[config.mk]
export PLATFORM = sky130hd
export DESIGN_NAME = cpuTop
export DESIGN_NICKNAME = d
export VERILOG_FILES = /design/src/design/cpuPkg.sv /design/src/design/cpuTop.sv /design/src/design/controlUnit.sv /design/src/design/wishboneMaster.sv /design/src/design/addressRegisterFile.sv /design/src/design/registerFile.sv /design/src/design/alu.sv
export SDC_FILE = /design/constraint.sdc
export NUM_CORES = 1
export LEC_CHECK = 0
export ABC_AREA = 1
export BUFFER_PORTS_ARGS = -buffer_cell sky130_fd_sc_hd__buf_4
export CAP_MARGIN = 20
export CORE_MARGIN = 3
export CORE_UTILIZATION = 60
export CTS_CLUSTER_SIZE = 8
export DETAILED_ROUTE_END_ITERATION = 12
export HOLD_SLACK_MARGIN = 0.15
export PLACE_DENSITY_LB_ADDON = 0.12
export SLEW_MARGIN = 20
export SYNTH_ARGS = -nofsm -noshare
export SYNTH_HDL_FRONTEND = slang
export SYNTH_SLANG_ARGS = --single-unit
[constraint.sdc]
create_clock -name Clock -period 5.71 [get_ports Clock]
set_input_delay 0.2855 -clock Clock [delete_from_list [all_inputs] [get_ports Clock]]
set_output_delay 0.2855 -clock Clock [all_outputs]
set_load 0.01 [all_outputs]
[src/design/cpuPkg.sv]
`default_nettype none

package cpuPkg;

    localparam int DataWidth = 16; // register and ALU word
    localparam int ByteWidth = 8; // one Wishbone data lane

    typedef logic [DataWidth-1:0] dataWordT;
    typedef logic [ByteWidth-1:0] memByteT;
    typedef logic [DataWidth-1:0] addrT;
    typedef logic [1:0] regIdxT; // R1..R4 by index 0..3

    // only the opcodes that do something beyond a fetch are named
    typedef enum logic [5:0] {
        opBra = 6'h00,
        opBne = 6'h01,
        opBeq = 6'h02,
        opLsl = 6'h07,
        opLsr = 6'h08,
        opAnd = 6'h0C,
        opOrr = 6'h0D,
        opNot = 6'h0E,
        opXor = 6'h0F,
        opLd = 6'h12,
        opSt = 6'h13,
        opAdd = 6'h15,
        opSub = 6'h17,
        opMov = 6'h18,
        opLdrim = 6'h20
    } opcodeT;

    ////////////////////
    // instruction formats

    typedef struct packed {
        opcodeT opcode;
        logic sFlag; // update the zero flag
        logic [2:0] dst;
        logic [2:0] src1;
        logic [2:0] src2;
    } regFormT;

    typedef struct packed {
        opcodeT opcode;
        regIdxT rsel;
        memByteT address; // branch offset, memory address or immediate
    } immFormT;

    ////////////////////
    // control and bus bundles

    typedef enum logic [3:0] {
        aluLsl,
        aluLsr,
        aluAnd,
        aluOrr,
        aluNot,
        aluXor,
        aluAdd,
        aluSub,
        aluMov
    } aluOpT;

    typedef enum logic [1:0] {wrFull, wrLow, wrHigh} wrModeT;
    typedef enum logic [1:0] {srcAlu, srcBus, srcImm} wrSrcT;

    typedef struct packed {
        regIdxT readA;
        regIdxT readB;
        logic writeEnable;
        regIdxT writeSel;
        wrModeT writeMode;
        wrSrcT writeSource;
    } rfCtrlT;

    typedef struct packed {
        aluOpT op;
        logic setFlag;
    } aluCtrlT;

    typedef struct packed {
        logic pcInc;
        logic pcBranch;
        logic arLoad;
        logic arInc;
        logic useAr; // drive AR instead of PC onto the bus address
    } arfCtrlT;

    typedef struct packed {
        logic request;
        logic writeEnable;
        memByteT data;
    } busReqT;

    typedef struct packed {
        logic cyc;
        logic stb;
        logic we;
        addrT adr;
        memByteT datWrite;
    } wbMasterOutT;

    typedef struct packed {
        memByteT datRead;
        logic ack;
    } wbSlaveOutT;

endpackage

`default_nettype wire
[src/design/cpuTop.sv]
`timescale 1ns/1ns
`default_nettype none

module cpuTop #(
    parameter cpuPkg::addrT ResetPc = 16'h0000
) (
    input logic Clock,
    input logic rst,
    output cpuPkg::wbMasterOutT wbOut,
    input cpuPkg::wbSlaveOutT wbIn
);
    import cpuPkg::*;

    busReqT busReq;
    logic busDone;
    memByteT readByte;
    addrT busAddress;
    rfCtrlT rfCtrl;
    aluCtrlT aluCtrl;
    arfCtrlT arfCtrl;
    logic zeroFlag;
    dataWordT operandA;
    dataWordT operandB;
    dataWordT aluResult;
    memByteT immediate; // address field of the current instruction

    controlUnit control (
        .Clock(Clock),
        .rst(rst),
        .busDone(busDone),
        .readByte(readByte),
        .zeroFlag(zeroFlag),
        .operandA(operandA),
        .busReq(busReq),
        .rfCtrl(rfCtrl),
        .aluCtrl(aluCtrl),
        .arfCtrl(arfCtrl),
        .immediate(immediate)
    );

    registerFile regs (
        .Clock(Clock),
        .rst(rst),
        .rfCtrl(rfCtrl),
        .aluResult(aluResult),
        .busByte(readByte),
        .immediate(immediate),
        .operandA(operandA),
        .operandB(operandB)
    );

    addressRegisterFile #(
        .ResetPc(ResetPc)
    ) addrRegs (
        .Clock(Clock),
        .rst(rst),
        .arfCtrl(arfCtrl),
        .immediate(immediate),
        .busAddress(busAddress)
    );

    alu aluUnit (
        .Clock(Clock),
        .rst(rst),
        .aluCtrl(aluCtrl),
        .operandA(operandA),
        .operandB(operandB),
        .result(aluResult),
        .zeroFlag(zeroFlag)
    );

    wishboneMaster busMaster (
        .Clock(Clock),
        .rst(rst),
        .busReq(busReq),
        .busAddress(busAddress),
        .wbIn(wbIn),
        .wbOut(wbOut),
        .busDone(busDone),
        .readByte(readByte)
    );

endmodule

`default_nettype wire

[src/design/controlUnit.sv]
`timescale 1ns/1ns
`default_nettype none

module controlUnit (
    input logic Clock,
    input logic rst,
    input logic busDone,
    input cpuPkg::memByteT readByte,
    input logic zeroFlag,
    input cpuPkg::dataWordT operandA,
    output cpuPkg::busReqT busReq,
    output cpuPkg::rfCtrlT rfCtrl,
    output cpuPkg::aluCtrlT aluCtrl,
    output cpuPkg::arfCtrlT arfCtrl,
    output cpuPkg::memByteT immediate
);
    import cpuPkg::*;

    // one-hot time steps, in the order an instruction walks through them
    localparam int StFetchLo = 0;
    localparam int StFetchHi = 1;
    localparam int StExec = 2; // also loads AR for LD and ST
    localparam int StDataLo = 3;
    localparam int StDataHi = 4;
    localparam int NumSteps = 5;
    localparam logic [NumSteps-1:0] StepFirst = NumSteps'(1);

    logic [NumSteps-1:0] step;
    logic [DataWidth-1:0] ir;
    regFormT regForm;
    immFormT immForm;

    logic fetchStep;
    logic dataStep;
    logic stepDone;
    logic lastStep;
    logic isAluOp;
    logic isLd;
    logic isSt;
    logic isLdrim;
    logic branchTaken;
    aluOpT aluOp;

    assign regForm = regFormT'(ir);
    assign immForm = immFormT'(ir);
    assign immediate = immForm.address;

    assign fetchStep = step[StFetchLo] | step[StFetchHi];
    assign dataStep = step[StDataLo] | step[StDataHi];

    ////////////////////
    // sequencer

    assign stepDone = step[StExec] | busDone; // bus steps wait for the master
    assign lastStep = step[StDataHi] | (step[StExec] & ~(isLd | isSt));

    always_ff @(posedge Clock) begin
        if (rst) begin
            step <= StepFirst;
        end else if (stepDone) begin
            step <= lastStep ? StepFirst : step << 1; // exec falls into dataLo for LD/ST
        end
    end

    // little-endian instruction word, low byte comes first
    always_ff @(posedge Clock) begin
        if (rst) begin
            ir <= '0;
        end else if (busDone && step[StFetchLo]) begin
            ir[ByteWidth-1:0] <= readByte;
        end else if (busDone && step[StFetchHi]) begin
            ir[DataWidth-1:ByteWidth] <= readByte;
        end
    end

    ////////////////////
    // decode

    always_comb begin
        isAluOp = 1'b1;
        aluOp = aluMov;
        case (regForm.opcode)
            opLsl: aluOp = aluLsl;
            opLsr: aluOp = aluLsr;
            opAnd: aluOp = aluAnd;
            opOrr: aluOp = aluOrr;
            opNot: aluOp = aluNot;
            opXor: aluOp = aluXor;
            opAdd: aluOp = aluAdd;
            opSub: aluOp = aluSub;
            opMov: aluOp = aluMov;
            default: isAluOp = 1'b0;
        endcase

        case (immForm.opcode)
            opBra: branchTaken = 1'b1;
            opBne: branchTaken = ~zeroFlag;
            opBeq: branchTaken = zeroFlag;
            default: branchTaken = 1'b0; // everything else never branches
        endcase
    end

    assign isLd = immForm.opcode == opLd;
    assign isSt = immForm.opcode == opSt;
    assign isLdrim = immForm.opcode == opLdrim;

    ////////////////////
    // control outputs

    always_comb begin
        busReq.request = fetchStep | (dataStep & (isLd | isSt));
        busReq.writeEnable = dataStep & isSt;
        busReq.data = step[StDataHi] ? operandA[DataWidth-1:ByteWidth]
                                     : operandA[ByteWidth-1:0]; // store data, low byte first

        // register fields only reach R1..R4
        rfCtrl.readA = isAluOp ? regForm.src1[1:0] : immForm.rsel;
        rfCtrl.readB = regForm.src2[1:0];
        rfCtrl.writeEnable = (step[StExec] & (isAluOp | isLdrim)) | (busDone & dataStep & isLd);
        rfCtrl.writeSel = isAluOp ? regForm.dst[1:0] : immForm.rsel;
        if (!isLd) begin
            rfCtrl.writeMode = wrFull;
        end else begin
            rfCtrl.writeMode = step[StDataHi] ? wrHigh : wrLow;
        end
        if (isLd) begin
            rfCtrl.writeSource = srcBus;
        end else if (isLdrim) begin
            rfCtrl.writeSource = srcImm;
        end else begin
            rfCtrl.writeSource = srcAlu;
        end

        aluCtrl.op = aluOp;
        aluCtrl.setFlag = step[StExec] & isAluOp & regForm.sFlag;

        arfCtrl.pcInc = busDone & fetchStep;
        arfCtrl.pcBranch = step[StExec] & branchTaken; // PC already points past this word
        arfCtrl.arLoad = step[StExec] & (isLd | isSt);
        arfCtrl.arInc = busDone & step[StDataLo];
        arfCtrl.useAr = dataStep;
    end

endmodule

`default_nettype wire

[src/design/wishboneMaster.sv]
`timescale 1ns/1ns
`default_nettype none

module wishboneMaster (
    input logic Clock,
    input logic rst,
    input cpuPkg::busReqT busReq,
    input cpuPkg::addrT busAddress,
    input cpuPkg::wbSlaveOutT wbIn,
    output cpuPkg::wbMasterOutT wbOut,
    output logic busDone,
    output cpuPkg::memByteT readByte
);
    import cpuPkg::*;

    typedef enum logic [1:0] {stIdle, stActive, stRecover} stateT;

    stateT state;
    addrT adrHold;
    memByteT datHold;
    logic weHold;
    logic active;

    assign active = state == stActive;

    always_ff @(posedge Clock) begin
        if (rst) begin
            state <= stIdle;
            weHold <= 1'b0;
            busDone <= 1'b0;
        end else begin
            busDone <= 1'b0;
            case (state)
                stIdle: begin
                    if (busReq.request) begin
                        state <= stActive;
                        weHold <= busReq.writeEnable;
                    end
                end
                stActive: begin
                    if (wbIn.ack) begin
                        state <= stRecover;
                        busDone <= 1'b1; // controlUnit sees this while cyc is low
                    end
                end
                default: state <= stIdle; // one idle cycle between bus cycles
            endcase
        end
    end

    always_ff @(posedge Clock) begin
        if (state == stIdle && busReq.request) begin
            adrHold <= busAddress;
            datHold <= busReq.data;
        end
        if (active && wbIn.ack) begin
            readByte <= wbIn.datRead;
        end
    end

    always_comb begin
        wbOut.cyc = active;
        wbOut.stb = active;
        wbOut.we = active & weHold;
        wbOut.adr = adrHold;
        wbOut.datWrite = datHold;
    end

endmodule

`default_nettype wire

[src/design/addressRegisterFile.sv]
`timescale 1ns/1ns
`default_nettype none

module addressRegisterFile #(
    parameter cpuPkg::addrT ResetPc = 16'h0000
) (
    input logic Clock,
    input logic rst,
    input cpuPkg::arfCtrlT arfCtrl,
    input cpuPkg::memByteT immediate,
    output cpuPkg::addrT busAddress
);
    import cpuPkg::*;

    addrT pc;
    addrT ar; // data address for LD and ST

    always_ff @(posedge Clock) begin
        if (rst) begin
            pc <= ResetPc;
            ar <= '0;
        end else begin
            if (arfCtrl.pcInc) begin
                pc <= pc + addrT'(1);
            end else if (arfCtrl.pcBranch) begin
                pc <= pc + addrT'(immediate); // unsigned offset, wraps at 16 bits
            end

            if (arfCtrl.arLoad) begin
                ar <= addrT'(immediate);
            end else if (arfCtrl.arInc) begin
                ar <= ar + addrT'(1); // step to the high byte
            end
        end
    end

    assign busAddress = arfCtrl.useAr ? ar : pc;

endmodule

`default_nettype wire

[src/design/registerFile.sv]
`timescale 1ns/1ns
`default_nettype none

module registerFile (
    input logic Clock,
    input logic rst,
    input cpuPkg::rfCtrlT rfCtrl,
    input cpuPkg::dataWordT aluResult,
    input cpuPkg::memByteT busByte,
    input cpuPkg::memByteT immediate,
    output cpuPkg::dataWordT operandA,
    output cpuPkg::dataWordT operandB
);
    import cpuPkg::*;

    dataWordT regs [4]; // R1..R4
    dataWordT writeData;

    always_comb begin
        case (rfCtrl.writeSource)
            srcBus: writeData = dataWordT'(busByte);
            srcImm: writeData = dataWordT'(immediate); // zero-extended
            default: writeData = aluResult;
        endcase
    end

    always_ff @(posedge Clock) begin
        if (rst) begin
            for (int i = 0; i < 4; i++) begin
                regs[i] <= '0;
            end
        end else if (rfCtrl.writeEnable) begin
            case (rfCtrl.writeMode)
                wrLow: regs[rfCtrl.writeSel][ByteWidth-1:0] <= writeData[ByteWidth-1:0];
                wrHigh: regs[rfCtrl.writeSel][DataWidth-1:ByteWidth] <= writeData[ByteWidth-1:0];
                default: regs[rfCtrl.writeSel] <= writeData;
            endcase
        end
    end

    assign operandA = regs[rfCtrl.readA];
    assign operandB = regs[rfCtrl.readB];

endmodule

`default_nettype wire

[src/design/alu.sv]
`timescale 1ns/1ns
`default_nettype none

module alu (
    input logic Clock,
    input logic rst,
    input cpuPkg::aluCtrlT aluCtrl,
    input cpuPkg::dataWordT operandA,
    input cpuPkg::dataWordT operandB,
    output cpuPkg::dataWordT result,
    output logic zeroFlag
);
    import cpuPkg::*;

    ////////////////////
    // function select

    always_comb begin
        case (aluCtrl.op)
            aluLsl: result = operandA << 1;
            aluLsr: result = operandA >> 1; // logical, fills with zero
            aluAnd: result = operandA & operandB;
            aluOrr: result = operandA | operandB;
            aluNot: result = ~operandA;
            aluXor: result = operandA ^ operandB;
            aluAdd: result = operandA + operandB;
            aluSub: result = operandA - operandB; // SREG1 minus SREG2
            aluMov: result = operandA;
            default: result = operandA;
        endcase
    end

    ////////////////////
    // flag

    // only the S bit of the instruction lets the flag change
    always_ff @(posedge Clock) begin
        if (rst) begin
            zeroFlag <= 1'b0;
        end else if (aluCtrl.setFlag) begin
            zeroFlag <= result == '0;
        end
    end

endmodule

`default_nettype wire

-- Word level (Yosys, flattened, before mapping)
Memories as Yosys holds them, arrays and structs flattened. A register that Yosys moved wholly into a read port is not among the register bits.
Index checks and enable logic that the tools add are counted.
- register bits: 90
- bits in writable memories: 64
- input bits: 11
- output and inout bits: 27
- word-level logic and storage cells: 139
- memories: 1
- $add $sub $neg: 5
- eq/ne operators: 28
- multiplexer cells: 43
- bitwise logic cells: 31
- reduce and logical (&&, ||, !) cells: 18
- memory list (memory ; words ; bits a word ; read ports ; clocked after memory_dff ; wr ports ; line ; RTL):
    regs.regs ; 4 ; 16 ; 2 ; 1 ; 4 ; registerFile.sv:16 ; dataWordT regs [4];
- operator list (kind ; count):
    case mux 16 bit (8 select lines) ; 1
    2-to-1 mux 16 bit ; 4
    2-to-1 mux 8 bit ; 5
    adder 16 x 1 -> 16 bit (second input constant) ; 2
    case mux 16 bit (2 select lines) ; 1
    case mux 4 bit (8 select lines) ; 1
    equality test 6 x 4 -> 1 bit (second input constant) ; 5
    equality test 6 x 5 -> 1 bit (second input constant) ; 5
    2-to-1 mux 2 bit ; 12
    adder 16 bit ; 1
    adder 16 x 8 -> 16 bit ; 1
    AND 16 bit ; 1
    equality test 4 x 3 -> 1 bit (second input constant) ; 4
    logical NOT 16 bit ; 1
    2-to-1 mux 1 bit ; 16
    inverter 16 bit ; 1
    OR 16 bit ; 1
    OR reduction 16 bit ; 1
    subtractor 16 bit ; 1
    XOR 16 bit ; 1
    AND 1 bit ; 13
    OR 1 bit ; 10
    OR reduction 9 bit ; 1
    equality test 4 x 2 -> 1 bit (second input constant) ; 2
    20 further kinds ; 34

-- Depth between registers and ports, before layout
- word-level depth: 12
- gate-level depth with buffers: 38
- gate-level depth less buffers: 35

-- By module
Synthesis repeated with hierarchy kept, for this count alone.
- cells, all modules: 1595
- area, all modules: 11260.8 sq um
- modules (own cells, without submodules) (module ; times used ; cells an instance ; area an instance (sq um) ; sequential area each (sq um)):
    registerFile ; 1 ; 415 ; 3572.2 ; 1921.8
    alu ; 1 ; 577 ; 3005.4 ; 20.0
    addressRegisterFile ; 1 ; 349 ; 2280.9 ; 640.6
    controlUnit ; 1 ; 196 ; 1262.5 ; 420.4
    wishboneMaster ; 1 ; 58 ; 1139.8 ; 1041.0

-- Worst setup path before layout
No wires, ideal clock.
- kind: register -> register
- from: register with a tool-made name
- to: memory regs.regs[0][9] (netlist name), data pin
- setup time: 0.143 ns
- data arrival time: 3.928 ns
- required time: 5.567 ns
- slack: 1.639 ns
- stages on the path, launching flop included: 29
- buffers on the path: 2
- clock period less this slack: 4.071 ns
- path through: dfxtp_1 > buf_2 > buf_1 > a21oi_1 > a32oi_1 > inv_1 > ha_1 > or2_2 > xor2_1 > ha_1 > a21o_1 > o21ai_0 > nand2_1 > nand2_1 > nand2_1 > nand2_1 > inv_1 > o21ai_2 > nand2_1 > nand2_1 > nand2_1 > nand2_1 > nand3_1 > nand2_1 > o21ai_0 > or2_1 > nand2_1 > inv_2 > nor2_1
- RTL lines (what ; line):
    to (decl) ; registerFile.sv:16

==> summary.md <==
| Metric | Value |
|---|---|
| Filler cell count | `between 1000 and 1500` |
| Detail-routed via count per cell | `slightly below 6` |
| Synth Register Bits | `between 150 and 200` |
| Critical path type | `register to register` |
| Final Wtd Congestion | `~1.0` |
| Critical path's top delay family | `simple AND/OR/NAND/NOR gates` |
| CTS tree | `built` |
| Mapped Cells | `1446` |
| Vias in the first global route | `8876` |
| Clock Path Buffers | `2` |
| Hold_buf cts | `9` |
| Antenna cells | `0` |
| Syn nets | `between 1500 and 2000` |
| Iteration-0 DRC Markers | `around 1300` |
| Required @ worst endpoint | `5.98 ns` |
| Cell Area, Synth | `10500 um^2` |
| Synth top area share | `a little over a quarter` |
| Hold Path Class | `input pin to register` |
| CP Buf/Inv Count | `4` |
| Number of port buffers | `37` |
| Detailed Routing Iterations Pass 1 | `6` |
| First-pass GRT wire length | `between 40000 and 50000 um` |
| Unrepaired setup endpoints after global routing | `no` |
| Worst path max stage delay | `between 0.4 and 0.5 ns` |
| Fraction of layout cells with a size suffix above 1 | `under 10%` |
| Initial antenna violation count | `0` |
| Total GRT Usage | `about 30%` |
| Power density over cell area | `245 nW/um^2` |
| Drt drc | `0` |
| Number of max-cap violations | `0` |
| Run status | `completed` |
| TritonCTS Buffers | `17` |
| Worst-Margin Slew | `about 0.95 ns` |
| Crit path from | `control.immForm[10]$_SDFFE_PP0P_` |
| H-tree levels | `4` |
| Nets | `between 1500 and 2000` |
| Vert. Die Dim | `between 100 and 150 um` |
| Pwr Total | `2.85 mW` |
| Ys async rst share | `0%` |
| Cell Rows | `47` |
| Slew HR | `36.4%` |
| Slack of the critical path | `roughly 0.69 ns` |
| CTS Sinks | `roughly 160` |
| Number of distinct library cells after synthesis | `a little over 50` |
| Cell taking the most area after synthesis | `edfxtp_1` |
| Post-layout min period | `between 5 and 6 ns` |
| Hold Vio Cnt, Final | `0` |
| Initial Util | `between 60% and 70%` |
| Synthesized area per cell | `about 7.3 um^2` |
| WL per Instance | `around 17 um` |
| Final design utilization | `just under 70%` |
| Routed WL | `slightly below 30000 um` |
| Core Region | `16900 um^2` |
| CTS Root Cell | `clkbuf_16` |
| Slowest CP cell | `dfxtp_1` |
| Final HPWL DP | `about 22000 um` |
| TNS Setup | `0 ns` |
| Top_reg_cell synth | `edfxtp_1` |
| R2R Path End | `regs.regs[1][9]$_SDFFCE_PN0P_` |
| DIE AREA | `between 15000 and 20000 um^2` |
| Post-route ant nets | `0` |
| Top cells by area, synth | `edfxtp_1 27%, nand2_1 13%, dfxtp_1 11%, inv_1 6.6%, ha_1 6.5%` |
| CP max FO | `36` |
| Fin Hold WS | `0.212 ns` |
| Pre-CTS WS | `roughly 0.85 ns` |
| R2R depth | `32` |
| Worst Hold End | `control.step[3]$_SDFFE_PP0P_` |
| Area grow syn2layout | `10.5%` |
| Cell depth of the worst hold path | `2` |
| Setup bufs post-CTS | `0` |
| VDD IR max | `~0.21 mV` |
| Most frequent CP cell | `nand2_1` |
| CTS resizes | `0` |
| Peak Freq | `199 MHz` |
| Number of enable flip-flop cells after synthesis | `96` |
| Total grt overflow | `0` |
| Clk slew on worst S/H paths | `around 0.080 ns` |
| Worst R2R Setup Slack | `~0.69 ns` |
| Leakage | `between 5 and 6 nW` |
| Critical path arrival | `~5.3 ns` |
| Synth warnings | `0` |
| Hold path startpoint | `rst` |
| Largest net degree at the start of global routing | `between 40 and 50` |
| Fin crit share | `around 88%` |
| Critical Path End Type | `register` |
| Final setup vio count | `0` |
| Routed vias | `just under 10000` |
| Die width | `about 140 um` |
| Critical Path Source Type | `register` |
| Io pins | `38` |
| R2r startpoint | `control.immForm[10]$_SDFFE_PP0P_` |
| Worst-Skew Late Latency | `between 0.4 and 0.5 ns` |
| Worst Clk Skew | `about 0.012 ns` |
| Register area share after synthesis | `roughly two fifths` |
| Slew Limit Fails | `0` |
## cell usage after synthesis, types with 6 or more instances
cell type	instances
a21oi_1	101
nor4_1	9
o21ai_1	9
dfxtp_1	60
nand2_1	355
inv_1	186
o21ai_0	108
clkbuf_1	25
buf_2	6
nand4_1	10
edfxtp_1	96
xor2_1	23
ha_1	55
o211ai_1	11
o22ai_1	9
nand3_1	106
nor3_1	19
nor2_1	150
nand2_2	10
nand3_2	9
inv_2	9
or2_2	8
## per-stage QoR
step / instances / area, um^2
2_1_floorplan: 1446 / 10500
3_3_place_gp: 1669 / 10900
3_5_place_dp: 1669 / 10900
4_1_cts: 1710 / 11600
5_1_grt: 1710 / 11600
6_report: 1710 / 11600
## registers in the layout, summed over array words and instances (netlist names), named ones only
signal              cells
busMaster.state         2
busMaster.datHold       8
control.step            5
busMaster.adrHold      16
aluUnit.zeroFlag        1
busMaster.busDone       1
busMaster.weHold        1
regs.regs              64
addrRegs.ar            16
control.immForm        16
addrRegs.pc            16
busMaster.readByte      8
## per-layer routing
layer	vias to the layer above	track usage, %	wire (um)	share of wire (%)
li1	4841	-	-	-
met1	4524	45.9	13500	46
met2	522	43.3	12400	42
met3	41	7.77	3000	10
met4	0	8.58	582	2.0
met5	-	0	0	0
## worst register-to-register path, delay by kind of cell (launching register included)
family	cells	cell delay, ns
adder cells (fa/ha/maj)	1	0.29
AND/OR/NAND/NOR	23	3.09
flip-flops	1	0.49
buffers and inverters	4	0.33
AO/OA/AOI/OAI	4	0.68
## power by group
group / leakage, nW / internal [mW] / total [mW] / switching (mW)
clock: 0.298 / 0.598 / 1.16 / 0.560
combinational: 3.40 / 0.144 / 0.411 / 0.267
sequential: 1.47 / 1.25 / 1.28 / 0.0304
## final cells by class
type / instances / area [um^2] / share of cell area (%)
multi-input combinational: 1049 / 5470 / 47.1
tap: 220 / 275 / 2.37
sequential: 156 / 4080 / 35.1
clock buffer: 17 / 425 / 3.66
timing repair buffer: 55 / 435 / 3.74
inverter: 198 / 743 / 6.39
clock inverter: 15 / 194 / 1.67
## placed cells by master (no fill, tap or decap), types with 10 or more instances in the layout
cell / n
a21oi_1: 101
buf_4: 46
clkbuf_16: 17
dfxtp_1: 60
edfxtp_1: 96
ha_1: 55
inv_1: 186
nand2_1: 355
nand2_2: 10
nand3_1: 106
nand4_1: 10
nor2_1: 147
nor3_1: 19
o211ai_1: 11
o21ai_0: 108
xor2_1: 23
## worst max path at each step
stage / depth (start not counted) / slack (ns) / end
after detailed placement: 32 / 0.85 / regs.regs[0][9]$_SDFFCE_PN0P_
after global placement: 31 / 1.06 / regs.regs[2][13]$_SDFFCE_PN0P_
after global routing: 32 / 0.18 / regs.regs[1][9]$_SDFFCE_PN0P_
after floorplan: 28 / 1.64 / regs.regs[0][9]$_SDFFCE_PN0P_
after CTS: 32 / 0.79 / regs.regs[1][9]$_SDFFCE_PN0P_
final: 32 / 0.69 / regs.regs[1][9]$_SDFFCE_PN0P_
## kinds of logic after synthesis
logic type / after synthesis / share of synthesized area, %
AOI/OAI and AO/OA: 267 / 14.1
xor gates and xnor gates: 24 / 2.00
adders and majority gates: 57 / 6.92
buffers and inverters: 241 / 9.29
DFF: 156 / 38.8
muxes: 1 / 0.107
and+or+nand+nor: 700 / 28.8
Note: power is estimated with default switching activity, not from simulation.
